**src/logic/soc_bus_pkg.sv**
```systemverilog
`default_nettype none

package soc_bus_pkg;

    // bus widths
    localparam int addr_w = 30;
    localparam int data_w = 32;
    localparam int sel_w = 4;

    // address split, page view and register view
    localparam int page_w = 9;
    localparam int page_off_w = addr_w - page_w;
    localparam int reg_idx_w = 4;
    localparam int reg_upper_w = addr_w - reg_idx_w;

    // one word address, decoded by page or by register index
    typedef union packed {
        struct packed {
            logic [page_w-1:0]     page;
            logic [page_off_w-1:0] offset;
        } page_view;
        struct packed {
            logic [reg_upper_w-1:0] upper;
            logic [reg_idx_w-1:0]   index;
        } reg_view;
    } bus_addr_t;

    // address map
    localparam logic [page_w-1:0] page_mem = 9'h000;
    localparam logic [page_w-1:0] page_sys = 9'h001;
    localparam logic [addr_w-1:0] addr_sw_led = 30'h400001;

    // on-chip memory depth, in word address bits
    localparam int ram_depth_log2 = 8;

    // build identifier
    localparam logic [data_w-1:0] sys_id_value = 32'h20191028;

    // system register indices
    localparam logic [reg_idx_w-1:0] sys_reg_id = 4'h0;
    localparam logic [reg_idx_w-1:0] sys_reg_scratch = 4'h1;
    localparam logic [reg_idx_w-1:0] sys_reg_err_addr = 4'h2;
    localparam logic [reg_idx_w-1:0] sys_reg_counter = 4'h3;
    localparam logic [reg_idx_w-1:0] sys_reg_irq = 4'h4;

    // switches and leds
    localparam int io_w = 16;

endpackage

`default_nettype wire

```
**src/logic/wb_bus_if.sv**
```systemverilog
`timescale 1ns/1ps
`default_nettype none

interface wb_bus_if;
    import soc_bus_pkg::*;

    // request
    logic cyc;
    logic stb;
    logic we;
    bus_addr_t addr;
    logic [data_w-1:0] wdata;
    logic [sel_w-1:0] sel;

    // response
    logic ack;
    logic err;
    logic stall;
    logic [data_w-1:0] rdata;

    modport master (
        output cyc, stb, we, addr, wdata, sel,
        input  ack, err, stall, rdata
    );

    modport slave (
        input  cyc, stb, we, addr, wdata, sel,
        output ack, err, stall, rdata
    );

    // simple slaves never stall and never fault
    modport device (
        input  cyc, stb, we, addr, wdata, sel,
        output ack, rdata
    );

endinterface

`default_nettype wire

```
**src/logic/switch_led_port.sv**
```systemverilog
`timescale 1ns/1ps
`default_nettype none

module switch_led_port (
    input wire logic i_clk,
    input wire logic i_reset,
    wb_bus_if.device i_bus,
    input wire logic [soc_bus_pkg::io_w-1:0] i_switches,
    output logic [soc_bus_pkg::io_w-1:0]     o_leds
);
    import soc_bus_pkg::*;

    logic ack_q;
    logic [io_w-1:0] leds_q;
    logic [data_w-1:0] rdata_q;

    always_ff @(posedge i_clk) begin
        if (i_reset) begin
            ack_q <= 1'b0;
            leds_q <= '0;
        end else begin
            ack_q <= i_bus.stb;
            // led register takes the low half of the write
            if (i_bus.stb && i_bus.we) begin
                leds_q <= i_bus.wdata[io_w-1:0];
            end
        end
    end

    // switches sampled on the strobe, zero-extended
    always_ff @(posedge i_clk) begin
        if (i_bus.stb) begin
            rdata_q <= {{(data_w-io_w){1'b0}}, i_switches};
        end
    end

    assign i_bus.ack = ack_q;
    assign i_bus.rdata = rdata_q;
    assign o_leds = leds_q;

endmodule

`default_nettype wire

```
**src/flat_wrapper.sv**
```systemverilog
// flat-port wrapper written by rule: the top's interface ports become plain ports
module switch_led_port_flat import soc_bus_pkg::*;
  (i_clk, i_reset, i_switches, o_leds, i_bus_cyc, i_bus_stb, i_bus_we, i_bus_addr, i_bus_wdata, i_bus_sel, i_bus_ack, i_bus_rdata);
  wb_bus_if i_bus_i ();
  input wire logic i_clk;
  input wire logic i_reset;
  input wire logic [soc_bus_pkg::io_w-1:0] i_switches;
  output logic [soc_bus_pkg::io_w-1:0] o_leds;
  input wire logic [$bits(i_bus_i.cyc)-1:0] i_bus_cyc;
  input wire logic [$bits(i_bus_i.stb)-1:0] i_bus_stb;
  input wire logic [$bits(i_bus_i.we)-1:0] i_bus_we;
  input wire logic [$bits(i_bus_i.addr)-1:0] i_bus_addr;
  input wire logic [$bits(i_bus_i.wdata)-1:0] i_bus_wdata;
  input wire logic [$bits(i_bus_i.sel)-1:0] i_bus_sel;
  output wire logic [$bits(i_bus_i.ack)-1:0] i_bus_ack;
  output wire logic [$bits(i_bus_i.rdata)-1:0] i_bus_rdata;
  assign i_bus_i.cyc = i_bus_cyc;
  assign i_bus_i.stb = i_bus_stb;
  assign i_bus_i.we = i_bus_we;
  assign i_bus_i.addr = i_bus_addr;
  assign i_bus_i.wdata = i_bus_wdata;
  assign i_bus_i.sel = i_bus_sel;
  assign i_bus_ack = i_bus_i.ack;
  assign i_bus_rdata = i_bus_i.rdata;
  switch_led_port u_core (.i_clk(i_clk), .i_reset(i_reset), .i_bus(i_bus_i), .i_switches(i_switches), .o_leds(o_leds));
endmodule
```
**config.mk**
```make
export PLATFORM = sky130hd
export DESIGN_NAME = switch_led_port_flat
export DESIGN_NICKNAME = d
export VERILOG_FILES = /design/src/logic/soc_bus_pkg.sv /design/src/logic/wb_bus_if.sv /design/src/logic/switch_led_port.sv /design/src/flat_wrapper.sv
export SDC_FILE = /design/constraint.sdc
export NUM_CORES = 1
export LEC_CHECK = 0
export ABC_CLOCK_PERIOD_IN_PS = 1700
export BUFFER_PORTS_ARGS = -buffer_cell sky130_fd_sc_hd__clkbuf_2
export CORE_MARGIN = 2
export CORE_UTILIZATION = 30
export CTS_CLUSTER_SIZE = 16
export DETAILED_ROUTE_END_ITERATION = 16
export PLACE_DENSITY_LB_ADDON = 0.3
export SYNTH_ARGS = -nofsm -noshare
export SYNTH_HDL_FRONTEND = slang
export SYNTH_SLANG_ARGS = --single-unit
export TNS_END_PERCENT = 1
```
**constraint.sdc**
```tcl
create_clock -name i_clk -period 1.7 [get_ports i_clk]
set_clock_uncertainty 0.15 [all_clocks]
set_input_delay 0.34 -clock i_clk [delete_from_list [all_inputs] [get_ports i_clk]]
set_output_delay 0.34 -clock i_clk [all_outputs]
set_load 0.02 [all_outputs]
```
==> Word-level counts from Yosys, hierarchy flattened <==
Cells that the tools add are included.
{ "totals": {"wordCells": 4, "out_inout_bits": 49, "inputBits": 87, "reg_bits": 33} }
{ "op_classes": {"n_reduce_logical": 1} }
{ "op_table": {"columns": ["op", "n"], "rows": [
  ["1-bit logical AND", 1]
]} }

==> Logic depth before layout (Yosys ltp) <==
{ "logic_depth": {"ltp_word": 1, "ltp_mapped": 4, "ltp_nobuf": 2} }

==> Worst setup path after synthesis <==
Ideal clock, no wire load.
{ "synth_timing": {"path_type": "input to register", "start": "input i_bus_stb", "end": "register u_core.leds_q[0] (netlist: u_core.o_leds[0])", "required_ps": 1484, "t_arrival_ps": 846, "cell_stages": 4, "setup_slack_ps": 638, "setup_time_ps": 66, "path_cell_list": "buf_6 -> buf_6 -> a21bo_1 -> a21oi_2"} }
{ "synth_between": {"elab_chain_len": 1} }
{ "synth_rtl": {"columns": ["item", "line_no", "text"], "rows": [
  ["from (decl)", "flat_wrapper.sv:10", "input wire logic [$bits(i_bus_i.stb)-1:0] i_bus_stb;"],
  ["1-bit logical AND", "switch_led_port.sv:24", "if (i_bus.stb && i_bus.we) begin"],
  ["to (signal assigned)", "switch_led_port.sv:25", "leds_q <= i_bus.wdata[io_w-1:0];"],
  ["to (decl)", "switch_led_port.sv:14", "logic [io_w-1:0] leds_q;"]
]} }
No other way between the ends.
A chain may end at the register's enable or synchronous reset.

==> Worst setup path in the final report <==
{ "layout_timing": {"start": "register u_core.rdata_q[3] (netlist: u_core.i_bus.rdata[3])", "end": "output i_bus_rdata[3]"} }
{ "layout_lines": {"columns": ["item", "line_no", "text"], "rows": [
  ["from (decl)", "switch_led_port.sv:15", "logic [data_w-1:0] rdata_q;"],
  ["from (signal assigned)", "switch_led_port.sv:33", "rdata_q <= {{(data_w-io_w){1'b0}}, i_switches};"],
  ["to (decl)", "flat_wrapper.sv:16", "output wire logic [$bits(i_bus_i.rdata)-1:0] i_bus_rdata;"]
]} }
No word-level cell between the ends.

==> metrics.md <==
| Metric | Value |
|---|---|
| Total Die Area | `5250 um^2` |
| Sequential area share after synthesis | `58.4%` |
| CP Data Required Time | `1.21 ns` |
| Combinational power share | `15.6%` |
| Final critical path time including I/O delays and setup | `1.31 ns` |
| Iteration-0 DRC count of the detailed router | `53` |
| Synth top area share | `34.2%` |
| CP arrival | `0.82 ns` |
| Crit path capture type | `output pin` |
| Final routed wirelength across all metal layers | `2720 um` |
| Leakage power total | `0.804 nW` |
| FF+latch count, synth | `33` |
| TritonCTS buffer count | `5` |
| Peak fanout along the critical path | `1` |
| Post-DRT Antenna Nets | `0` |
| Remaining global-route overflow | `0` |
| Final net count | `262` |
| Total vias in the final route | `990` |
| Crit-path max cell delay | `0.37 ns` |
| Total internal power | `0.00126 W` |
| Floorplan Core Area | `4440 um^2` |
| Worst-path cell chain | `clkbuf_2` |
| Overall power after layout | `0.00173 W` |
| Synthesis warning total | `0` |
| Post-DR wirelength/cell | `11.9 um` |
| Cell types occupying the most area after synthesis | `sky130_fd_sc_hd__edfxtp_1 (34%), sky130_fd_sc_hd__dfxtp_1 (24%), sky130_fd_sc_hd__a21bo_1 (10%)` |
| Initial core utilization | `31.6%` |
| Io pins | `136` |
| Vias in the first global route | `833` |
| Final-report setup violation count | `0` |
| Longest Clk Path Bufs | `2` |
| TritonCTS clock tree | `yes` |
| Number of gates resized after cts | `0` |
| CP startpoint kind | `register` |
| Number of distinct library cells after synthesis | `13` |
| Top_reg_cell synth | `sky130_fd_sc_hd__dfxtp_1` |
| Sw frac | `26.7%` |
| Root Buffer Master | `sky130_fd_sc_hd__clkbuf_8` |
| Clock sink total | `33` |
| Number of post-CTS setup repair buffers | `0` |
| Setup TNS | `0 ns` |
| Iteration count of the initial detailed-routing pass | `4` |
| Status | `completed` |
| GPL Wtd Cong | `0.638` |
| Global-route usage over all layers | `10.4%` |
| Slew at the pin closest to its max-slew limit | `0.525 ns` |
| Vertical extent of the die | `72.4 um` |
| Switching pwr | `0.000461 W` |
| Commonest cells in the netlist | `sky130_fd_sc_hd__buf_4 (18), sky130_fd_sc_hd__dfxtp_1 (17), sky130_fd_sc_hd__edfxtp_1 (16), sky130_fd_sc_hd__nand3_1 (16)` |
| Worst max-slew margin expressed relative to the limit | `65.0%` |
| Number of synthesized flops with an enable pin | `16` |
| Layout overhead on the synthesized area | `27.2%` |
| Largest net degree at the start of global routing | `50` |
| Power density over the cells | `966 nW/um^2` |
| Clock network fraction of total power | `32.2%` |
| Clock transition at the register clock pins on the worst setup and hold paths after CTS | `0.07 ns` |
| MaxCap Viol Count | `0` |
| Final slew viol count | `0` |
| Clk_lat worst skew | `0.28 ns` |
| Summed instance area of the synthesized netlist | `1410 um^2` |
| Mapped Cells | `108` |
| Asr flop ratio synth | `0%` |
| Synthesized area per cell | `13.0 um^2` |
| Post-cts hold buffer count | `0` |
| Yosys top cell by area | `sky130_fd_sc_hd__edfxtp_1` |
| Unrepaired setup endpoints after global routing | `no` |
| DRC errors left | `0` |
| Die W | `72.4 um` |
| Cell at the slowest stage of the critical path | `sky130_fd_sc_hd__edfxtp_1` |
| Depth of the CTS H-tree | `2` |
| Initial antenna violation count | `0` |
| Delay-heaviest family, CP | `flip-flops` |
| Peak supply drop | `0.297 mV` |
| Number of buffers inserted by port buffering | `68` |
| Crit Path Category | `reg -> out` |
| Wire length of the first global-routing pass | `4170 um` |
| Filler Cells Inserted | `462` |
| Placement Rows | `24` |
| Fraction of layout instances using a drive strength above 1 | `52.8%` |
| Vias per std cell | `4.34` |
| Count of endpoints failing hold in the final timing report | `0` |
| Cell with the most instances after synthesis | `sky130_fd_sc_hd__buf_4` |
| Worst min-delay path class | `in -> reg` |
| Antenna diode count | `0` |
| Reg power frac | `52.2%` |
| Final period utilization | `76.8%` |
| Max Freq | `766 MHz` |
| Crit path buf inv count | `1` |
-- final timing paths --
kind	slack [ns]	cells after the start	to	from
max	0.39	1	i_bus_rdata[3]	u_core.i_bus.rdata[3]$_DFFE_PP_
min	0.08	1	u_core.i_bus.rdata[11]$_DFFE_PP_	i_switches[11]
max reg2reg	0.80	2	u_core.o_leds[0]$_SDFFE_PP0P_	u_core.o_leds[0]$_SDFFE_PP0P_
min reg2reg	0.43	2	u_core.o_leds[14]$_SDFFE_PP0P_	u_core.o_leds[14]$_SDFFE_PP0P_
-- placed cells by master (no fill, tap or decap), drive strengths merged --
cell | netlist | final
a21bo | 16 | 16
a21oi | 16 | 16
buf | 24 | 2
clkbuf | 1 | 74
clkinv | 0 | 2
conb | 1 | 16
dfxtp | 17 | 17
edfxtp | 16 | 16
nand3 | 16 | 16
nor2b | 1 | 1
-- power by group through the flow --
stage                     Combinational [W]  Clock, W  Sequential (W)
final                              0.000270  0.000555        0.000901
after global routing               0.000292  0.000624        0.000906
after CTS                          0.000273  0.000589        0.000901
after detailed placement           0.000272         0        0.000919
after global placement             0.000271         0        0.000918
after floorplan                    0.000139         0        0.000983
-- sequential cells by signal (all words and copies together) (netlist names) --
signal / count
u_core.i_bus.ack: 1
u_core.o_leds: 16
u_core.i_bus.rdata: 16
-- kinds of logic (layout without fill, tap and decap cells) --
| kind of cell | count (synthesis) | after routing | share of synthesized area, % |
|---|---|---|---|
| AOI/OAI and AO/OA | 32 | 32 | 20.8 |
| buffers and inverters | 25 | 78 | 14.3 |
| DFF | 33 | 33 | 58.4 |
| other | 1 | 16 | 0.267 |
| and+or+nand+nor | 17 | 17 | 6.14 |
-- area by class of cell --
type	count	area (um^2)	area share, %
Clock buffer	6	72.6	4.06
Sequential cell	33	821	45.9
Timing Repair Buffer	70	380	21.3
Tap cell	52	65.1	3.64
Multi-Input combinational cell	65	439	24.6
Clock inverter	2	10.0	0.560
-- metrics by stage --
stage | setup WS [ns] | hold slack [ns] | instance area, um^2 | utilization (%) | std cells
after floorplan | 0.638 | 0.289 | 1460 | - | 123
after global placement | 0.502 | 0.367 | 1710 | 38.4 | 220
after detailed placement | 0.498 | 0.369 | 1710 | 38.4 | 220
after CTS | 0.369 | 0.0698 | 1790 | 40.2 | 228
after global routing | 0.348 | 0.0648 | 1790 | 40.2 | 228
final | 0.395 | 0.0826 | 1790 | 40.2 | 228
-- metal layers --
metal	routed length, um	track usage [%]	part of all wire [%]
met5	0	0	0
met4	36	4.94	1.3
met1	1260	14.8	46
met2	1090	13.7	40
met3	330	4.17	12
Power figures use the tool's default switching activity.
