`src/logic/soc_bus_pkg.sv`:
```
`default_nettype none

package soc_bus_pkg;

    // bus widths
    localparam int addr_w = 30;
    localparam int data_w = 32;
    localparam int sel_w = 4;

    // address split, page view and register view
    localparam int page_w = 9;
    localparam int page_off_w = addr_w - page_w;
    localparam int reg_idx_w = 4;
    localparam int reg_upper_w = addr_w - reg_idx_w;

    // one word address, decoded by page or by register index
    typedef union packed {
        struct packed {
            logic [page_w-1:0]     page;
            logic [page_off_w-1:0] offset;
        } page_view;
        struct packed {
            logic [reg_upper_w-1:0] upper;
            logic [reg_idx_w-1:0]   index;
        } reg_view;
    } bus_addr_t;

    // address map
    localparam logic [page_w-1:0] page_mem = 9'h000;
    localparam logic [page_w-1:0] page_sys = 9'h001;
    localparam logic [addr_w-1:0] addr_sw_led = 30'h400001;

    // on-chip memory depth, in word address bits
    localparam int ram_depth_log2 = 8;

    // build identifier
    localparam logic [data_w-1:0] sys_id_value = 32'h20191028;

    // system register indices
    localparam logic [reg_idx_w-1:0] sys_reg_id = 4'h0;
    localparam logic [reg_idx_w-1:0] sys_reg_scratch = 4'h1;
    localparam logic [reg_idx_w-1:0] sys_reg_err_addr = 4'h2;
    localparam logic [reg_idx_w-1:0] sys_reg_counter = 4'h3;
    localparam logic [reg_idx_w-1:0] sys_reg_irq = 4'h4;

    // switches and leds
    localparam int io_w = 16;

endpackage

`default_nettype wire

```
`src/logic/wb_bus_if.sv`:
```
`timescale 1ns/1ps
`default_nettype none

interface wb_bus_if;
    import soc_bus_pkg::*;

    // request
    logic cyc;
    logic stb;
    logic we;
    bus_addr_t addr;
    logic [data_w-1:0] wdata;
    logic [sel_w-1:0] sel;

    // response
    logic ack;
    logic err;
    logic stall;
    logic [data_w-1:0] rdata;

    modport master (
        output cyc, stb, we, addr, wdata, sel,
        input  ack, err, stall, rdata
    );

    modport slave (
        input  cyc, stb, we, addr, wdata, sel,
        output ack, err, stall, rdata
    );

    // simple slaves never stall and never fault
    modport device (
        input  cyc, stb, we, addr, wdata, sel,
        output ack, rdata
    );

endinterface

`default_nettype wire

```
`src/logic/system_info_regs.sv`:
```
`timescale 1ns/1ps
`default_nettype none

module system_info_regs (
    input wire logic i_clk,
    input wire logic i_reset,
    wb_bus_if.device i_bus,
    input wire logic i_err_pulse,
    input wire soc_bus_pkg::bus_addr_t i_err_addr,
    output logic     o_irq
);
    import soc_bus_pkg::*;

    logic ack_q;
    logic irq_q;
    logic [data_w-1:0] scratch_q;
    logic [data_w-1:0] counter_q;
    logic [data_w-1:0] rdata_q;
    bus_addr_t err_addr_q;
    logic wr_en;

    assign wr_en = i_bus.stb && i_bus.we;

    always_ff @(posedge i_clk) begin
        if (i_reset) begin
            ack_q <= 1'b0;
            irq_q <= 1'b0;
        end else begin
            ack_q <= i_bus.stb;
            if (wr_en && i_bus.addr.reg_view.index == sys_reg_irq) begin
                irq_q <= i_bus.wdata[0];
            end
        end
    end

    always_ff @(posedge i_clk) begin
        if (wr_en && i_bus.addr.reg_view.index == sys_reg_scratch) begin
            scratch_q <= i_bus.wdata;
        end
        if (i_err_pulse) begin
            err_addr_q <= i_err_addr;
        end
    end

    // cycles since reset, top bit sticks once reached
    always_ff @(posedge i_clk) begin
        if (i_reset) begin
            counter_q <= '0;
        end else if (!counter_q[data_w-1]) begin
            counter_q <= counter_q + 1'b1;
        end else begin
            counter_q[data_w-2:0] <= counter_q[data_w-2:0] + 1'b1;
        end
    end

    always_ff @(posedge i_clk) begin
        if (i_bus.stb) begin
            case (i_bus.addr.reg_view.index)
                sys_reg_id:       rdata_q <= sys_id_value;
                sys_reg_scratch:  rdata_q <= scratch_q;
                // reported as a byte address
                sys_reg_err_addr: rdata_q <= {err_addr_q, 2'b00};
                sys_reg_counter:  rdata_q <= counter_q;
                sys_reg_irq:      rdata_q <= {{(data_w-1){1'b0}}, irq_q};
                default:          rdata_q <= '0;
            endcase
        end
    end

    assign i_bus.ack = ack_q;
    assign i_bus.rdata = rdata_q;
    assign o_irq = irq_q;

endmodule

`default_nettype wire

```
`src/flat_wrapper.sv`:
```
// flat-port wrapper written by rule: the top's interface ports become plain ports
module system_info_regs_flat import soc_bus_pkg::*;
  (i_clk, i_reset, i_err_pulse, i_err_addr, o_irq, i_bus_cyc, i_bus_stb, i_bus_we, i_bus_addr, i_bus_wdata, i_bus_sel, i_bus_ack, i_bus_rdata);
  wb_bus_if i_bus_i ();
  input wire logic i_clk;
  input wire logic i_reset;
  input wire logic i_err_pulse;
  input wire soc_bus_pkg::bus_addr_t i_err_addr;
  output logic o_irq;
  input wire logic [$bits(i_bus_i.cyc)-1:0] i_bus_cyc;
  input wire logic [$bits(i_bus_i.stb)-1:0] i_bus_stb;
  input wire logic [$bits(i_bus_i.we)-1:0] i_bus_we;
  input wire logic [$bits(i_bus_i.addr)-1:0] i_bus_addr;
  input wire logic [$bits(i_bus_i.wdata)-1:0] i_bus_wdata;
  input wire logic [$bits(i_bus_i.sel)-1:0] i_bus_sel;
  output wire logic [$bits(i_bus_i.ack)-1:0] i_bus_ack;
  output wire logic [$bits(i_bus_i.rdata)-1:0] i_bus_rdata;
  assign i_bus_i.cyc = i_bus_cyc;
  assign i_bus_i.stb = i_bus_stb;
  assign i_bus_i.we = i_bus_we;
  assign i_bus_i.addr = i_bus_addr;
  assign i_bus_i.wdata = i_bus_wdata;
  assign i_bus_i.sel = i_bus_sel;
  assign i_bus_ack = i_bus_i.ack;
  assign i_bus_rdata = i_bus_i.rdata;
  system_info_regs u_core (.i_clk(i_clk), .i_reset(i_reset), .i_bus(i_bus_i), .i_err_pulse(i_err_pulse), .i_err_addr(i_err_addr), .o_irq(o_irq));
endmodule
```
`config.mk`:
```
export PLATFORM = sky130hd
export DESIGN_NAME = system_info_regs_flat
export DESIGN_NICKNAME = d
export VERILOG_FILES = /design/src/logic/soc_bus_pkg.sv /design/src/logic/wb_bus_if.sv /design/src/logic/system_info_regs.sv /design/src/flat_wrapper.sv
export SDC_FILE = /design/constraint.sdc
export NUM_CORES = 1
export LEC_CHECK = 0
export ABC_AREA = 1
export BUFFER_PORTS_ARGS = -buffer_cell sky130_fd_sc_hd__buf_2
export CAP_MARGIN = 20
export CORE_ASPECT_RATIO = 1.75
export CORE_MARGIN = 5
export CORE_UTILIZATION = 53
export CTS_CLUSTER_DIAMETER = 120
export DETAILED_ROUTE_END_ITERATION = 10
export PLACE_DENSITY = 0.8
export SETUP_SLACK_MARGIN = 0.05
export SYNTH_ARGS = -nofsm -noshare
export SYNTH_HDL_FRONTEND = slang
export SYNTH_SLANG_ARGS = --single-unit
export TNS_END_PERCENT = 20
```
`constraint.sdc`:
```
create_clock -name i_clk -period 2.8 [get_ports i_clk]
set_input_delay 0.28 -clock i_clk [delete_from_list [all_inputs] [get_ports i_clk]]
set_output_delay 0.28 -clock i_clk [all_outputs]
set_load 0.03 [all_outputs]
```
Word level (Yosys, flattened, before mapping)
Cells that the tools add are included.
{ "totals": {"wordCells": 19, "reg_bits": 128, "output_inout_bits": 34, "inputBits": 102} }
{ "op_classes": {"n_eq_ne": 4, "muxes": 3, "n_reduce_logical": 4, "addsub": 2} }
{ "op_table": {"columns": ["operator", "n"], "rows": [
  ["32-bit case mux with 5 select lines", 1],
  ["32-bit by 1-bit adder with 32-bit output, second input constant", 1],
  ["31-bit by 1-bit adder with 31-bit output, second input constant", 1],
  ["31-bit two-way mux", 1],
  ["4-bit by 2-bit == test with 1-bit output, second input constant", 2],
  ["4-bit by 1-bit == test with 1-bit output, second input constant", 1],
  ["4-bit by 3-bit == test with 1-bit output, second input constant", 1],
  ["4-bit logical NOT", 1],
  ["1-bit logical AND", 3],
  ["1-bit two-way mux", 1]
]} }

Depth between registers and ports, before layout
{ "logic_depth": {"ltp_word": 2, "depth_mapped": 9, "mapped_depth_nobuf": 9} }

Worst setup path before layout
Ideal clock, no wire load.
{ "synth_timing": {"path_kind": "input to register", "start": "in i_bus_addr[3]", "end": "reg u_core.scratch_q[0] (enable)", "arrival_time_ps": 1928, "setup_ps": 421, "path_slack_ps": 451, "n_path_buf": 0, "t_required_ps": 2379, "stages": 3, "path_cell_list": "nor2_2 > nand3_1 > nor2_1"} }
{ "synth_via": {"elab_chain_cells": 2} }
{ "synth_lines": {"columns": ["element", "line", "text"], "rows": [
  ["from (decl)", "flat_wrapper.sv:13", "input wire logic [$bits(i_bus_i.addr)-1:0] i_bus_addr;"],
  ["4-bit by 1-bit == test with 1-bit output", "system_info_regs.sv:37", "if (wr_en && i_bus.addr.reg_view.index == sys_reg_scratch) begin"],
  ["1-bit logical AND", "system_info_regs.sv:37", null],
  ["to (signal assigned)", "system_info_regs.sv:38", "scratch_q <= i_bus.wdata;"],
  ["to (decl)", "system_info_regs.sv:16", "logic [data_w-1:0] scratch_q;"]
]} }
Every way passes these cells.
A chain may end at the register's enable or synchronous reset.

Worst setup path after layout
{ "layout_timing": {"start": "reg u_core.counter_q[7]", "end": "reg u_core.counter_q[23]"} }
{ "layout_via": {"elab_chain_cells": 2, "elab_cells_between_ends": 3, "classes_between": "add/sub: 2; mux: 1"} }
{ "layout_lines": {"columns": ["element", "line", "text"], "rows": [
  ["from (decl)", "system_info_regs.sv:17", "logic [data_w-1:0] counter_q;"],
  ["from (signal assigned)", "system_info_regs.sv:50", "counter_q <= counter_q + 1'b1;"],
  ["from (signal, indexed assignment)", "system_info_regs.sv:52", "counter_q[data_w-2:0] <= counter_q[data_w-2:0] + 1'b1;"],
  ["32-bit by 1-bit adder with 32-bit output / 31-bit by 1-bit adder with 31-bit output (equally long branches)", "system_info_regs.sv:50, system_info_regs.sv:52", null],
  ["31-bit two-way mux (*)", "system_info_regs.sv:49", "end else if (!counter_q[data_w-1]) begin"]
]} }
Mark *: on every way between the ends. The rest lies on a longest branch, timed or not.

==> qor.txt <==
FF-to-FF Start = u_core.counter_q[7]$_SDFF_PP0_
Hold crit path type = in2reg
Worst rel slew slack = 48.80%
Root Buffer = clkbuf_16
Kind of critical path = reg2reg
CTS tree = yes
Inserted Clock Buffers = 17
Critical path peak fanout = 3
Cells after Synth = 503
Worst Hold Endpoint = u_core.scratch_q[11]$_DFFE_PP_
Leak = 0.002562 µW
Via density = 5.189
Hold_buf cts = 0
Clock sinks = 128
Max Clock Freq = 655.0 MHz
Fin nets = 721
CTS resizes = 0
Port bufs = 104
Vias in the first global route = 4096
Critical Path AT = 1.81 ns
Max-Cap Viols = 0
R2R Setup Slk = 1.27 ns
Worst Path Required = 3.08 ns
Share of layout cells above drive strength 1 = 25.36%
Crit Reg-Reg Endpoint = u_core.counter_q[23]$_SDFF_PP0_
Status = finished clean
R2R depth = 7
Via count = 3923
# Post-CTS Setup Buffers = 0
CTS max path bufs = 2
Gp weighted congestion = 0.9407
Die Wd = 85.18 µm
Initial antenna violation count = 0
Worst Clk Skew = 0.008291 ns
H-tree levels = 4
Final Non-Filler Cells = 756
Mean post-synth cell area = 10.42 µm²
Cell Area, Synth = 5243 µm²
Worst-Skew Late Latency = 0.41 ns
Final worst path period need = 1.527 ns
Routed WL per cell = 16.93 µm
Count of cell types in the netlist = 27
Antenna viol nets, final = 0
Hold Startpoint = i_bus_wdata[11]
Hold Fails Final Rpt = 0
Drt first pass iters = 7
First-pass GRT wire length = 20010 µm
DRC = 0
RSZ-0062 raised after global routing = false
Final count of pins violating max slew = 0
Slew of the pin with the lowest slew margin = 0.7680 ns
Final period utilization = 54.53%
Tot GR Track Use = 22.17%
Initial Util = 53.55%
Detailed Route Iter0 Violations = 242
Antenna diodes = 0
Setup crit start kind = register
Number of cell rows = 48
TNS Setup = 0 ns
Count of final setup violators = 0
Dpl cells = 724
Seq cells post-synth = 128
Critical path endpoint category = register
Core box area = 9789 µm²
Syn-to-layout area delta = 25.23%
WHS Path Cells = 1
Yosys Warn Count = 0
Max VDD drop = 618.8 µV
Largest net degree at the start of global routing = 34
Post-Route WL = 12800 µm
DP HPWL = 8981 µm
Gr ovfl total = 0
Power per cell area = 732.3 nW/µm²
Die Area = 12060 µm²
Chip height = 141.6 µm
Register area share after synthesis = 66.83%
I/O pin count = 136
Synthesized net count = 606
Worst-path clk slew = 0.06 ns
[worst max-delay path by stage]
stage / end / start / cells after the start / slack [ns]
after floorplan: u_core.scratch_q[0]$_DFFE_PP_ / i_bus_addr[3] / 3 / 0.45
after global placement: u_core.scratch_q[23]$_DFFE_PP_ / i_bus_addr[3] / 5 / 0.93
after detailed placement: u_core.scratch_q[15]$_DFFE_PP_ / i_bus_addr[3] / 5 / 0.85
after CTS: u_core.counter_q[23]$_SDFF_PP0_ / u_core.counter_q[7]$_SDFF_PP0_ / 7 / 1.28
after global routing: u_core.counter_q[23]$_SDFF_PP0_ / u_core.counter_q[7]$_SDFF_PP0_ / 8 / 1.12
final: u_core.counter_q[23]$_SDFF_PP0_ / u_core.counter_q[7]$_SDFF_PP0_ / 7 / 1.27
[stage by stage]
step                      instance area, µm²  setup slack (ns)  total power, µW  util (%)  hold slack (ns)
after floorplan                         5243            0.4506             2262         -           0.3789
after global placement                  5896            0.9280             2364     60.22           0.4309
after detailed placement                5896            0.8515             2374     60.22           0.4419
after CTS                               6565             1.277             4828     67.06          0.02920
after global routing                    6565             1.122             4927     67.06          0.03137
final                                   6565             1.273             4807     67.06          0.03997
[routing by layer]
layer	vias to the layer above	global-route usage [%]	wire length, µm
met4	0	11.01	445
met1	1835	22.82	4429
li1	1914	-	-
met2	147	41.27	7246
met3	27	4.881	674
met5	-	0	0
[synthesized netlist by cell type]
cell | instances | area share [%]
inv_1 | 46 | 3.3
buf_4 | 1 | 0.14
buf_2 | 7 | 0.67
clkbuf_1 | 3 | 0.21
o21a_1 | 1 | 0.14
nor2_8 | 1 | 0.38
a22o_1 | 1 | 0.17
edfxtp_1 | 94 | 54
o211ai_1 | 22 | 3.2
xor2_1 | 3 | 0.50
nor2_4 | 6 | 1.3
o2111ai_1 | 4 | 0.67
nand4_1 | 4 | 0.48
nand2_1 | 151 | 11
nor3_1 | 2 | 0.19
o21ai_0 | 10 | 0.95
dfxtp_1 | 34 | 13
nor2_2 | 5 | 0.60
nand2_4 | 3 | 0.64
o221ai_1 | 1 | 0.17
ha_1 | 1 | 0.24
nand2_2 | 6 | 0.72
nor2_1 | 65 | 4.7
a21oi_1 | 13 | 1.2
inv_2 | 2 | 0.14
nand3_1 | 16 | 1.5
nand3_2 | 1 | 0.19
[where the power goes]
| part | total [µW] | switching, µW | internal (µW) |
|---|---|---|---|
| clock network | 2470 | 762 | 1710 |
| registers | 2130 | 21.0 | 2110 |
| logic | 204 | 137 | 67.0 |
| total | 4810 | 920 | 3890 |
[cell families (layout without fill, tap and decap cells)]
kind of cell / after synthesis / count (layout) / share of synthesized area, %
AO/OA/AOI/OAI: 52 / 52 / 6.492
XOR/XNOR: 3 / 3 / 0.5013
adder cells (fa/ha/maj): 1 / 1 / 0.2386
buffers and inverters: 59 / 187 / 4.463
flip-flops: 128 / 128 / 66.83
AND/OR/NAND/NOR: 260 / 260 / 21.48
[registers in the layout, indices dropped and copies added, names as in the netlist]
register and cells:
u_core.counter_q 32, u_core.err_addr_q 30, u_core.i_bus.ack 1, u_core.i_bus.rdata 32, u_core.o_irq 1, u_core.scratch_q 32
[cell type report]
cell class / instances / area, µm²
inverters: 48 / 180.2
repair buffers: 107 / 543.0
clock buffers: 21 / 460.4
multi-input cells: 316 / 1513
flip-flops and latches: 128 / 3503
fillers: 742 / 3224
well taps: 125 / 156.4
clock inverters: 11 / 209.0
[worst max-delay path: stages (launching register included)]
cell,delay [ns]
dfxtp_1,0.40
nand2_1,0.15
nor2_1,0.21
nand2_1,0.15
nor2_1,0.26
nand3_1,0.11
nand2_1,0.08
nor2_1,0.03
[cells in the final DEF (no fill, tap or decap), types with 13 or more instances in the layout]
cell	instances
nand2_1	151
buf_2	104
edfxtp_1	94
nor2_1	64
inv_1	46
dfxtp_1	34
o211ai_1	22
clkbuf_16	17
nand3_1	16
a21oi_1	13
No activity file was read; power rests on OpenSTA's default activity.
