File: config.mk
export PLATFORM = sky130hd
export DESIGN_NAME = wb_priority_arbiter_flat
export DESIGN_NICKNAME = d
export VERILOG_FILES = /design/src/logic/soc_bus_pkg.sv /design/src/logic/wb_bus_if.sv /design/src/logic/wb_priority_arbiter.sv /design/src/flat_wrapper.sv
export SDC_FILE = /design/constraint.sdc
export NUM_CORES = 1
export LEC_CHECK = 0
export BUFFER_PORTS_ARGS = -buffer_cell sky130_fd_sc_hd__buf_2
export CORE_AREA = 10 10 113 115
export DETAILED_ROUTE_END_ITERATION = 8
export DIE_AREA = 0 0 123 125
export GPL_TIMING_DRIVEN = 1
export MAX_ROUTING_LAYER = met4
export PLACE_DENSITY = 0.51
export SLEW_MARGIN = 25
export SYNTH_ARGS = -nofsm -noshare
export SYNTH_HDL_FRONTEND = slang
export SYNTH_SLANG_ARGS = --single-unit
File: constraint.sdc
create_clock -name i_clk -period 2.25 [get_ports i_clk]
set_input_delay 0.1125 -clock i_clk [delete_from_list [all_inputs] [get_ports i_clk]]
set_output_delay 0.1125 -clock i_clk [all_outputs]
set_load 0.05 [all_outputs]
File: src/logic/soc_bus_pkg.sv
`default_nettype none

package soc_bus_pkg;

    // bus widths
    localparam int addr_w = 30;
    localparam int data_w = 32;
    localparam int sel_w = 4;

    // address split, page view and register view
    localparam int page_w = 9;
    localparam int page_off_w = addr_w - page_w;
    localparam int reg_idx_w = 4;
    localparam int reg_upper_w = addr_w - reg_idx_w;

    // one word address, decoded by page or by register index
    typedef union packed {
        struct packed {
            logic [page_w-1:0]     page;
            logic [page_off_w-1:0] offset;
        } page_view;
        struct packed {
            logic [reg_upper_w-1:0] upper;
            logic [reg_idx_w-1:0]   index;
        } reg_view;
    } bus_addr_t;

    // address map
    localparam logic [page_w-1:0] page_mem = 9'h000;
    localparam logic [page_w-1:0] page_sys = 9'h001;
    localparam logic [addr_w-1:0] addr_sw_led = 30'h400001;

    // on-chip memory depth, in word address bits
    localparam int ram_depth_log2 = 8;

    // build identifier
    localparam logic [data_w-1:0] sys_id_value = 32'h20191028;

    // system register indices
    localparam logic [reg_idx_w-1:0] sys_reg_id = 4'h0;
    localparam logic [reg_idx_w-1:0] sys_reg_scratch = 4'h1;
    localparam logic [reg_idx_w-1:0] sys_reg_err_addr = 4'h2;
    localparam logic [reg_idx_w-1:0] sys_reg_counter = 4'h3;
    localparam logic [reg_idx_w-1:0] sys_reg_irq = 4'h4;

    // switches and leds
    localparam int io_w = 16;

endpackage

`default_nettype wire

File: src/logic/wb_bus_if.sv
`timescale 1ns/1ps
`default_nettype none

interface wb_bus_if;
    import soc_bus_pkg::*;

    // request
    logic cyc;
    logic stb;
    logic we;
    bus_addr_t addr;
    logic [data_w-1:0] wdata;
    logic [sel_w-1:0] sel;

    // response
    logic ack;
    logic err;
    logic stall;
    logic [data_w-1:0] rdata;

    modport master (
        output cyc, stb, we, addr, wdata, sel,
        input  ack, err, stall, rdata
    );

    modport slave (
        input  cyc, stb, we, addr, wdata, sel,
        output ack, err, stall, rdata
    );

    // simple slaves never stall and never fault
    modport device (
        input  cyc, stb, we, addr, wdata, sel,
        output ack, rdata
    );

endinterface

`default_nettype wire

File: src/logic/wb_priority_arbiter.sv
`timescale 1ns/1ps
`default_nettype none

module wb_priority_arbiter (
    input wire logic i_clk,
    input wire logic i_reset,
    wb_bus_if.slave  i_a,
    wb_bus_if.slave  i_b,
    wb_bus_if.master o_bus
);
    import soc_bus_pkg::*;

    // high while port a (processor) owns the bus
    logic owner_a;
    logic owner_cyc;

    assign owner_cyc = owner_a ? i_a.cyc : i_b.cyc;

    always_ff @(posedge i_clk) begin
        if (i_reset) begin
            owner_a <= 1'b1;
        end else if (!owner_cyc) begin
            // owner idle, port a keeps priority unless only b asks
            owner_a <= i_a.cyc || !i_b.cyc;
        end
    end

    // request path, combinational
    always_comb begin
        if (owner_a) begin
            o_bus.cyc = i_a.cyc;
            o_bus.stb = i_a.stb;
            o_bus.we = i_a.we;
            o_bus.addr = i_a.addr;
            o_bus.wdata = i_a.wdata;
            o_bus.sel = i_a.sel;
        end else begin
            o_bus.cyc = i_b.cyc;
            o_bus.stb = i_b.stb;
            o_bus.we = i_b.we;
            o_bus.addr = i_b.addr;
            o_bus.wdata = i_b.wdata;
            o_bus.sel = i_b.sel;
        end
    end

    // responses go to the owner only
    assign i_a.ack = owner_a && o_bus.ack;
    assign i_a.err = owner_a && o_bus.err;
    assign i_b.ack = !owner_a && o_bus.ack;
    assign i_b.err = !owner_a && o_bus.err;

    // read data is shared, valid only alongside ack
    assign i_a.rdata = o_bus.rdata;
    assign i_b.rdata = o_bus.rdata;

    // non-owner is held off while it strobes
    assign i_a.stall = owner_a ? o_bus.stall : i_a.stb;
    assign i_b.stall = owner_a ? i_b.stb : o_bus.stall;

    // a response lands only while the owning master still holds its cycle
    assert property (@(posedge i_clk) disable iff (i_reset)
        (o_bus.ack || o_bus.err) |-> owner_cyc);

endmodule

`default_nettype wire

File: src/flat_wrapper.sv
// flat-port wrapper written by rule: the top's interface ports become plain ports
module wb_priority_arbiter_flat import soc_bus_pkg::*;
  (i_clk, i_reset, i_a_cyc, i_a_stb, i_a_we, i_a_addr, i_a_wdata, i_a_sel, i_a_ack, i_a_err, i_a_stall, i_a_rdata, i_b_cyc, i_b_stb, i_b_we, i_b_addr, i_b_wdata, i_b_sel, i_b_ack, i_b_err, i_b_stall, i_b_rdata, o_bus_cyc, o_bus_stb, o_bus_we, o_bus_addr, o_bus_wdata, o_bus_sel, o_bus_ack, o_bus_err, o_bus_stall, o_bus_rdata);
  wb_bus_if i_a_i ();
  wb_bus_if i_b_i ();
  wb_bus_if o_bus_i ();
  input wire logic i_clk;
  input wire logic i_reset;
  input wire logic [$bits(i_a_i.cyc)-1:0] i_a_cyc;
  input wire logic [$bits(i_a_i.stb)-1:0] i_a_stb;
  input wire logic [$bits(i_a_i.we)-1:0] i_a_we;
  input wire logic [$bits(i_a_i.addr)-1:0] i_a_addr;
  input wire logic [$bits(i_a_i.wdata)-1:0] i_a_wdata;
  input wire logic [$bits(i_a_i.sel)-1:0] i_a_sel;
  output wire logic [$bits(i_a_i.ack)-1:0] i_a_ack;
  output wire logic [$bits(i_a_i.err)-1:0] i_a_err;
  output wire logic [$bits(i_a_i.stall)-1:0] i_a_stall;
  output wire logic [$bits(i_a_i.rdata)-1:0] i_a_rdata;
  input wire logic [$bits(i_b_i.cyc)-1:0] i_b_cyc;
  input wire logic [$bits(i_b_i.stb)-1:0] i_b_stb;
  input wire logic [$bits(i_b_i.we)-1:0] i_b_we;
  input wire logic [$bits(i_b_i.addr)-1:0] i_b_addr;
  input wire logic [$bits(i_b_i.wdata)-1:0] i_b_wdata;
  input wire logic [$bits(i_b_i.sel)-1:0] i_b_sel;
  output wire logic [$bits(i_b_i.ack)-1:0] i_b_ack;
  output wire logic [$bits(i_b_i.err)-1:0] i_b_err;
  output wire logic [$bits(i_b_i.stall)-1:0] i_b_stall;
  output wire logic [$bits(i_b_i.rdata)-1:0] i_b_rdata;
  output wire logic [$bits(o_bus_i.cyc)-1:0] o_bus_cyc;
  output wire logic [$bits(o_bus_i.stb)-1:0] o_bus_stb;
  output wire logic [$bits(o_bus_i.we)-1:0] o_bus_we;
  output wire logic [$bits(o_bus_i.addr)-1:0] o_bus_addr;
  output wire logic [$bits(o_bus_i.wdata)-1:0] o_bus_wdata;
  output wire logic [$bits(o_bus_i.sel)-1:0] o_bus_sel;
  input wire logic [$bits(o_bus_i.ack)-1:0] o_bus_ack;
  input wire logic [$bits(o_bus_i.err)-1:0] o_bus_err;
  input wire logic [$bits(o_bus_i.stall)-1:0] o_bus_stall;
  input wire logic [$bits(o_bus_i.rdata)-1:0] o_bus_rdata;
  assign i_a_i.cyc = i_a_cyc;
  assign i_a_i.stb = i_a_stb;
  assign i_a_i.we = i_a_we;
  assign i_a_i.addr = i_a_addr;
  assign i_a_i.wdata = i_a_wdata;
  assign i_a_i.sel = i_a_sel;
  assign i_a_ack = i_a_i.ack;
  assign i_a_err = i_a_i.err;
  assign i_a_stall = i_a_i.stall;
  assign i_a_rdata = i_a_i.rdata;
  assign i_b_i.cyc = i_b_cyc;
  assign i_b_i.stb = i_b_stb;
  assign i_b_i.we = i_b_we;
  assign i_b_i.addr = i_b_addr;
  assign i_b_i.wdata = i_b_wdata;
  assign i_b_i.sel = i_b_sel;
  assign i_b_ack = i_b_i.ack;
  assign i_b_err = i_b_i.err;
  assign i_b_stall = i_b_i.stall;
  assign i_b_rdata = i_b_i.rdata;
  assign o_bus_cyc = o_bus_i.cyc;
  assign o_bus_stb = o_bus_i.stb;
  assign o_bus_we = o_bus_i.we;
  assign o_bus_addr = o_bus_i.addr;
  assign o_bus_wdata = o_bus_i.wdata;
  assign o_bus_sel = o_bus_i.sel;
  assign o_bus_i.ack = o_bus_ack;
  assign o_bus_i.err = o_bus_err;
  assign o_bus_i.stall = o_bus_stall;
  assign o_bus_i.rdata = o_bus_rdata;
  wb_priority_arbiter u_core (.i_clk(i_clk), .i_reset(i_reset), .i_a(i_a_i), .i_b(i_b_i), .o_bus(o_bus_i));
endmodule
---- Word-level counts from Yosys, hierarchy flattened ----
Index checks and enable logic that the tools add are counted.
cells by class
  muxes and demuxes ....................... 8
  reduce and logical (&&, ||, !) cells .... 7
operators by type and width
  kind                 count
  $mux W32             1
  $mux W30             1
  $mux W1              5
  $logic_and A1 B1 Y1  4
  $mux W4              1
  $logic_not A1 Y1     2
  $logic_or A1 B1 Y1   1
word-level totals
  register bits ........................... 1
  input bits .............................. 175
  output and inout port bits .............. 139
  logic and storage cells ................. 16

---- Depth between registers and ports, before layout ----
Gate-level depths: netlist of the first run.
  depth in word-level cells ............... 2
  gate-level depth with buffers ........... 4
  gate-level depth less buffers ........... 2

---- Worst setup path after synthesis of the first run ----
OpenSTA, ideal clock, no wires.
  kind .................................... flip-flop to output port
  start point ............................. reg u_core.owner_a
  end point ............................... out o_bus_cyc
  data arrival time ....................... 1.687 ns
  required time ........................... 2.138 ns
  slack ................................... 0.451 ns
  stages on the path, launching flop included .. 4
  buffers on the path ..................... 2
  path through ............................ dfxtp_1 buf_6 buf_6 o21ai_0
on the way
  word-level cells in the longest chain between the ends .. 1
RTL lines
  element                 line                       text
  from (decl)             wb_priority_arbiter.sv:14  logic owner_a;
  from (signal assigned)  wb_priority_arbiter.sv:24  owner_a <= i_a.cyc || !i_b.cyc;
  $mux W1                 wb_priority_arbiter.sv:30  if (owner_a) begin
  to (decl)               flat_wrapper.sv:29         output wire logic [$bits(o_bus_i.cyc)-1:0] o_bus_cyc;
No other way between the ends.

---- Worst setup path after layout of the first run ----
  start point ............................. reg u_core.owner_a
  end point ............................... out o_bus_addr[5]
on the way
  word-level cells in the longest chain between the ends .. 1
RTL lines
  element    line                       text
  $mux W30   wb_priority_arbiter.sv:30
  to (decl)  flat_wrapper.sv:32         output wire logic [$bits(o_bus_i.addr)-1:0] o_bus_addr;
No other way between the ends.

==> flow_metrics.py, run 1 <==
metrics = {
    "route": {
        "wirelength_mm": 6.369,
        "routed_via_density": 3.606,
        "first_pass_iters": 2,
        "drc": 0,
        "ant_nets": 0,
        "num_vias": 1576,
        "wl_per_cell_um": 14.57,
        "first_iter_violations": 6,
    },
    "yosys": {
        "yosys.area.top_type_share_pct": 34.19,
        "synthCells": 151,
        "yosys_warnings": 0,
        "ys_seq_elements": 1,
        "synth.avg_cell_area_um2": 9.305,
        "synthesis.nets": 326,
        "synth_top_area_cell": "buf_4",
        "yosysUniqueCellTypes": 12,
        "syn_area_um2": 1405,
        "yosysSeqAreaShare_pct": 1.425,
        "synthTopCellsByArea": "buf_4 34%, mux2_2 29%, mux2_1 27%",
    },
    "setup_path": {
        "timing.rr.start": "u_core.owner_a$_SDFFE_PP1N_",
        "critical_path_class": "reg2out",
        "rr_endpoint": "u_core.owner_a$_SDFFE_PP1N_",
        "worstPathArrival_ps": 1310,
        "crit_path_start_kind": "register",
        "reg2reg_depth": 3,
        "end_kind": "output pin",
        "rrSetupSlack_ps": 1310,
        "cp_max_fo": 76,
        "required_ps": 2140,
    },
    "timing": {
        "fmax_ghz": 0.7024,
        "rsz0062_at_grt": "false",
        "maxSlewHeadroom_pct": 74.16,
        "layout_min_cycle_time_ps": 1424,
        "finalSetupViolCount": 0,
        "maxSlewViolCount": 0,
        "skew_ps": 0,
        "tns_ps": 0,
        "worstMarginPinSlew_ps": 387.6,
        "post-route-period-util_pct": 63.27,
        "hold_viol": 0,
    },
    "power": {
        "vdd_ir_drop_max_mv": 0.1782,
        "powerDensity_nw_per_um2": 341.1,
        "total_power_w": 0.0007294,
        "leakage_nw": 1.187,
    },
    "clock_network": {
        "hold_buffers": 0,
        "path_clk_slew_ps": 0,
        "post_cts_buffers": 0,
        "cts.repair.resized": 0,
        "clock_latency_ps": 0,
    },
    "status": {
        "status": "complete, no violations",
    },
    "flow_run": {
        "cap_violations": 0,
    },
    "floorplan": {
        "fp-row-count": 38,
        "initial_core_util_pct": 13.25,
        "die-area_um2": 15380,
        "core_um2": 10600,
        "die_height_um": 125,
        "die_w_um": 123,
        "io_pins": 314,
    },
    "hold_path": {
        "hold-path-endpoint": "i_a_rdata[24]",
        "min_from": "o_bus_rdata[24]",
        "min_path_type": "in2out",
        "holdPathStages": 0,
    },
    "global_route": {
        "grt_use_total_pct": 7.125,
        "grt_pass1_wl_mm": 9.163,
        "antenna_found_initial": 0,
        "grt_pass1_vias": 1812,
        "grt_max_degree": 77,
        "gr-total-overflow": 0,
    },
    "finish": {
        "fin_area_um2": 2138,
        "mostFrequentLayoutCell": "buf_2",
        "final_cell_mix": "217 x buf_2, 36 x mux2_2, 34 x mux2_1",
        "reg_top3": "u_core.owner_a x1",
        "drive_gt1_share_pct": 85.86,
        "largest_reg_flops": 1,
        "area_growth_pct": 52.18,
        "nets": 474,
        "largest_register": "u_core.owner_a",
        "antenna_cells": 0,
    },
    "placement": {
        "place_area_um2": 2138,
        "port-buffer-count": 217,
        "place.gp.congestion": 0.8112,
        "hpwlAfterDp_mm": 5.787,
    },
}
synthesized netlist by cell type, drive strengths merged:
cell	n
buf	72
mux2	70
and2	2
nor2b	2
dfxtp	1
inv	1
nand2	1
nand3b	1
o21ai	1
final cells by class:
cell class	instances	area (µm²)
inverters	1	3.754
multi-input cells	77	829.5
repair buffers	218	1106
flip-flops and latches	1	23.77
well taps	140	175.2
fillers	1177	8464
metal layers:
layer  GRT usage [%]  share of wire, %  vias up
met1           6.714                34      670
met5               -                 0        -
li1                -                 -      745
met4           1.028               1.2        0
met2           13.39                50      147
met3           2.880                15       14
critical path, cell delays in order (launching register included):
cell and delay [ps]:
dfxtp_4 330, buf_12 310, mux2_2 400, buf_2 220
report_power, final:
group / total (W) / internal [W] / switching, W
logic: 0.000710 / 0.000230 / 0.000481
registers: 0.0000191 / 0.0000184 / 0.000000643
clock network: 0 / 0 / 0
total: 0.000729 / 0.000248 / 0.000481
logic make-up after synthesis:
group                  share of synthesized area (%)
AOI/OAI and AO/OA                             0.3558
buffers and inverters                          39.54
DFF                                            1.425
muxes                                          56.10
and+or+nand+nor                                2.582
how the worst max path moves through the flow:
stage,startpoint,end,slack [ps],cells past startpoint
2_1_floorplan,u_core.owner_a$_SDFFE_PP1N_,o_bus_cyc,450,3
3_3_place_gp,u_core.owner_a$_SDFFE_PP1N_,o_bus_addr[0],840,3
3_5_place_dp,u_core.owner_a$_SDFFE_PP1N_,o_bus_addr[5],830,3
4_1_cts,u_core.owner_a$_SDFFE_PP1N_,o_bus_addr[5],830,3
5_1_grt,u_core.owner_a$_SDFFE_PP1N_,o_bus_addr[5],790,3
6_report,u_core.owner_a$_SDFFE_PP1N_,o_bus_addr[5],830,3
through the flow:
stage | hold WS [ps] | instances | worst slack (ps) | utilization [%]
final | 225.0 | 437 | 826.4 | 20.17
after global routing | 225.1 | 437 | 791.3 | 20.17
after CTS | 225.5 | 437 | 828.1 | 20.17
after detailed placement | 225.5 | 437 | 829.5 | 20.17
after global placement | 225.5 | 437 | 844.8 | 20.17
after floorplan | 198.7 | 151 | 450.9 | -
Note: power is estimated with default switching activity, not from simulation.
==> run 2: changes to the inputs <==
Settings changed: CORE_AREA 10 10 113 115 to 10 10 114 116, DIE_AREA 0 0 123 125 to 0 0 124 126.
Clock period 2.25 ns to 1.4 ns, I/O delays scaled along.
==> flow_metrics.py, run 2 (synthesized netlist as in run 1, its figures left out) <==
metrics = {
    "placement": {
        "place.gp.congestion": 0.7901,
        "place_area_um2": 2158,
        "place_ws_ps": 122.4,
        "hpwlAfterDp_mm": 6.172,
        "port-buffer-count": 217,
    },
    "setup_path": {
        "rr_endpoint": "u_core.owner_a$_SDFFE_PP1N_",
        "crit_path_start_kind": "register",
        "reg2reg_depth": 3,
        "rrSetupSlack_ps": 600,
        "end_kind": "output pin",
        "critPathSlowestCell": "mux2_2",
        "slowest_delay_ps": 390,
        "timing.rr.start": "u_core.owner_a$_SDFFE_PP1N_",
        "path_delay_family": "buffers and inverters",
        "required_ps": 1330,
        "cp_max_fo": 35,
        "path_cells": "buf_12 -> mux2_2 -> buf_2",
        "critical_path_class": "reg2out",
        "worstPathArrival_ps": 1180,
        "critical_path_buf_inv_count": 2,
        "startpoint": "u_core.owner_a$_SDFFE_PP1N_",
    },
    "timing": {
        "finalSetupViolCount": 0,
        "fmax_ghz": 0.7972,
        "worstMarginPinSlew_ps": 265.0,
        "skew_ps": 0,
        "tns_ps": 0,
        "rsz0062_at_grt": "false",
        "maxSlewViolCount": 0,
        "post-route-period-util_pct": 89.60,
        "maxSlewHeadroom_pct": 82.46,
        "layout_min_cycle_time_ps": 1254,
        "final.setup.worst_slack_ps": 145.6,
        "hold_viol": 0,
    },
    "global_route": {
        "grt_pass1_wl_mm": 9.425,
        "grt_use_total_pct": 7.346,
        "gr-total-overflow": 0,
        "grt_max_degree": 42,
        "antenna_found_initial": 0,
        "grt_pass1_vias": 1830,
    },
    "power": {
        "powerDensity_nw_per_um2": 545.9,
        "total_power_w": 0.001178,
        "vdd_ir_drop_max_mv": 0.2433,
        "leakage_nw": 1.197,
    },
    "flow_run": {
        "cap_violations": 0,
    },
    "finish": {
        "mostFrequentLayoutCell": "buf_2",
        "final_util_pct": 20.18,
        "n_fill_cell": 1183,
        "largest_reg_flops": 1,
        "multiInputGateArea_um2": 829.5,
        "final_cell_mix": "217 x buf_2, 36 x mux2_2, 34 x mux2_1",
        "largest_register": "u_core.owner_a",
        "regArea_um2": 23.77,
        "drive_gt1_share_pct": 85.91,
        "reg_top3": "u_core.owner_a x1",
        "nets": 475,
        "fin_area_um2": 2158,
        "antenna_cells": 0,
        "area_growth_pct": 53.61,
    },
    "floorplan": {
        "die_height_um": 126,
        "core_um2": 10700,
        "die_w_um": 124,
        "initial_core_util_pct": 13.13,
        "io_pins": 314,
        "die-area_um2": 15620,
        "fp-row-count": 38,
    },
    "hold_path": {
        "min_path_type": "in2out",
        "min_from": "o_bus_rdata[24]",
        "hold-path-endpoint": "i_a_rdata[24]",
        "holdPathStages": 0,
    },
    "clock_network": {
        "post_cts_buffers": 0,
        "hold_buffers": 0,
        "path_clk_slew_ps": 0,
        "cts.repair.resized": 0,
        "clock_latency_ps": 0,
    },
    "status": {
        "status": "complete, no violations",
    },
    "route": {
        "num_vias": 1572,
        "wl_per_cell_um": 15.21,
        "first_iter_violations": 17,
        "drc": 0,
        "wirelength_mm": 6.663,
        "ant_nets": 0,
        "first_pass_iters": 2,
        "routed_via_density": 3.589,
    },
}
-- run 2: worst reg2reg max path: stages, from the launching register on --
cell and delay (ps):
dfxtp_4 350, buf_12 200, nand2_1 100, nand3b_1 80
-- run 2: layer usage --
layer  share of wire, %  track usage, %  vias up  wire (µm)
met5                  0               -        -          0
met4               0.98          0.8808        0         65
met3                 18           3.262       12       1212
met2                 49           14.00      153       3277
met1                 32           6.656      661       2107
li1                   -               -      746          -
-- run 2: final cells by class --
class                      instances  area share (%)
sequential                         1           1.101
multi-input combinational         77           38.43
inverter                           1          0.1739
tap                              140           8.116
timing repair buffer             219           52.17
-- run 2: where the power goes --
part           switching, W  internal, W  total [W]
registers        0.00000212    0.0000296  0.0000318
logic              0.000772     0.000375    0.00115
clock network             0            0          0
total              0.000774     0.000404    0.00118
-- run 2: how the worst max path moves through the flow --
stage	to	slack, ps	cells past startpoint
after CTS	o_bus_wdata[21]	120	3
after detailed placement	o_bus_wdata[21]	120	3
final	o_bus_we	150	3
after global routing	o_bus_wdata[21]	100	3
after floorplan	o_bus_cyc	30	3
after global placement	o_bus_wdata[21]	140	3
-- run 2: through the flow --
step           instances  hold slack [ps]
2_1_floorplan        151            156.2
3_3_place_gp         438            140.5
3_5_place_dp         438            140.5
4_1_cts              438            140.5
5_1_grt              438            140.1
6_report             438            140.0
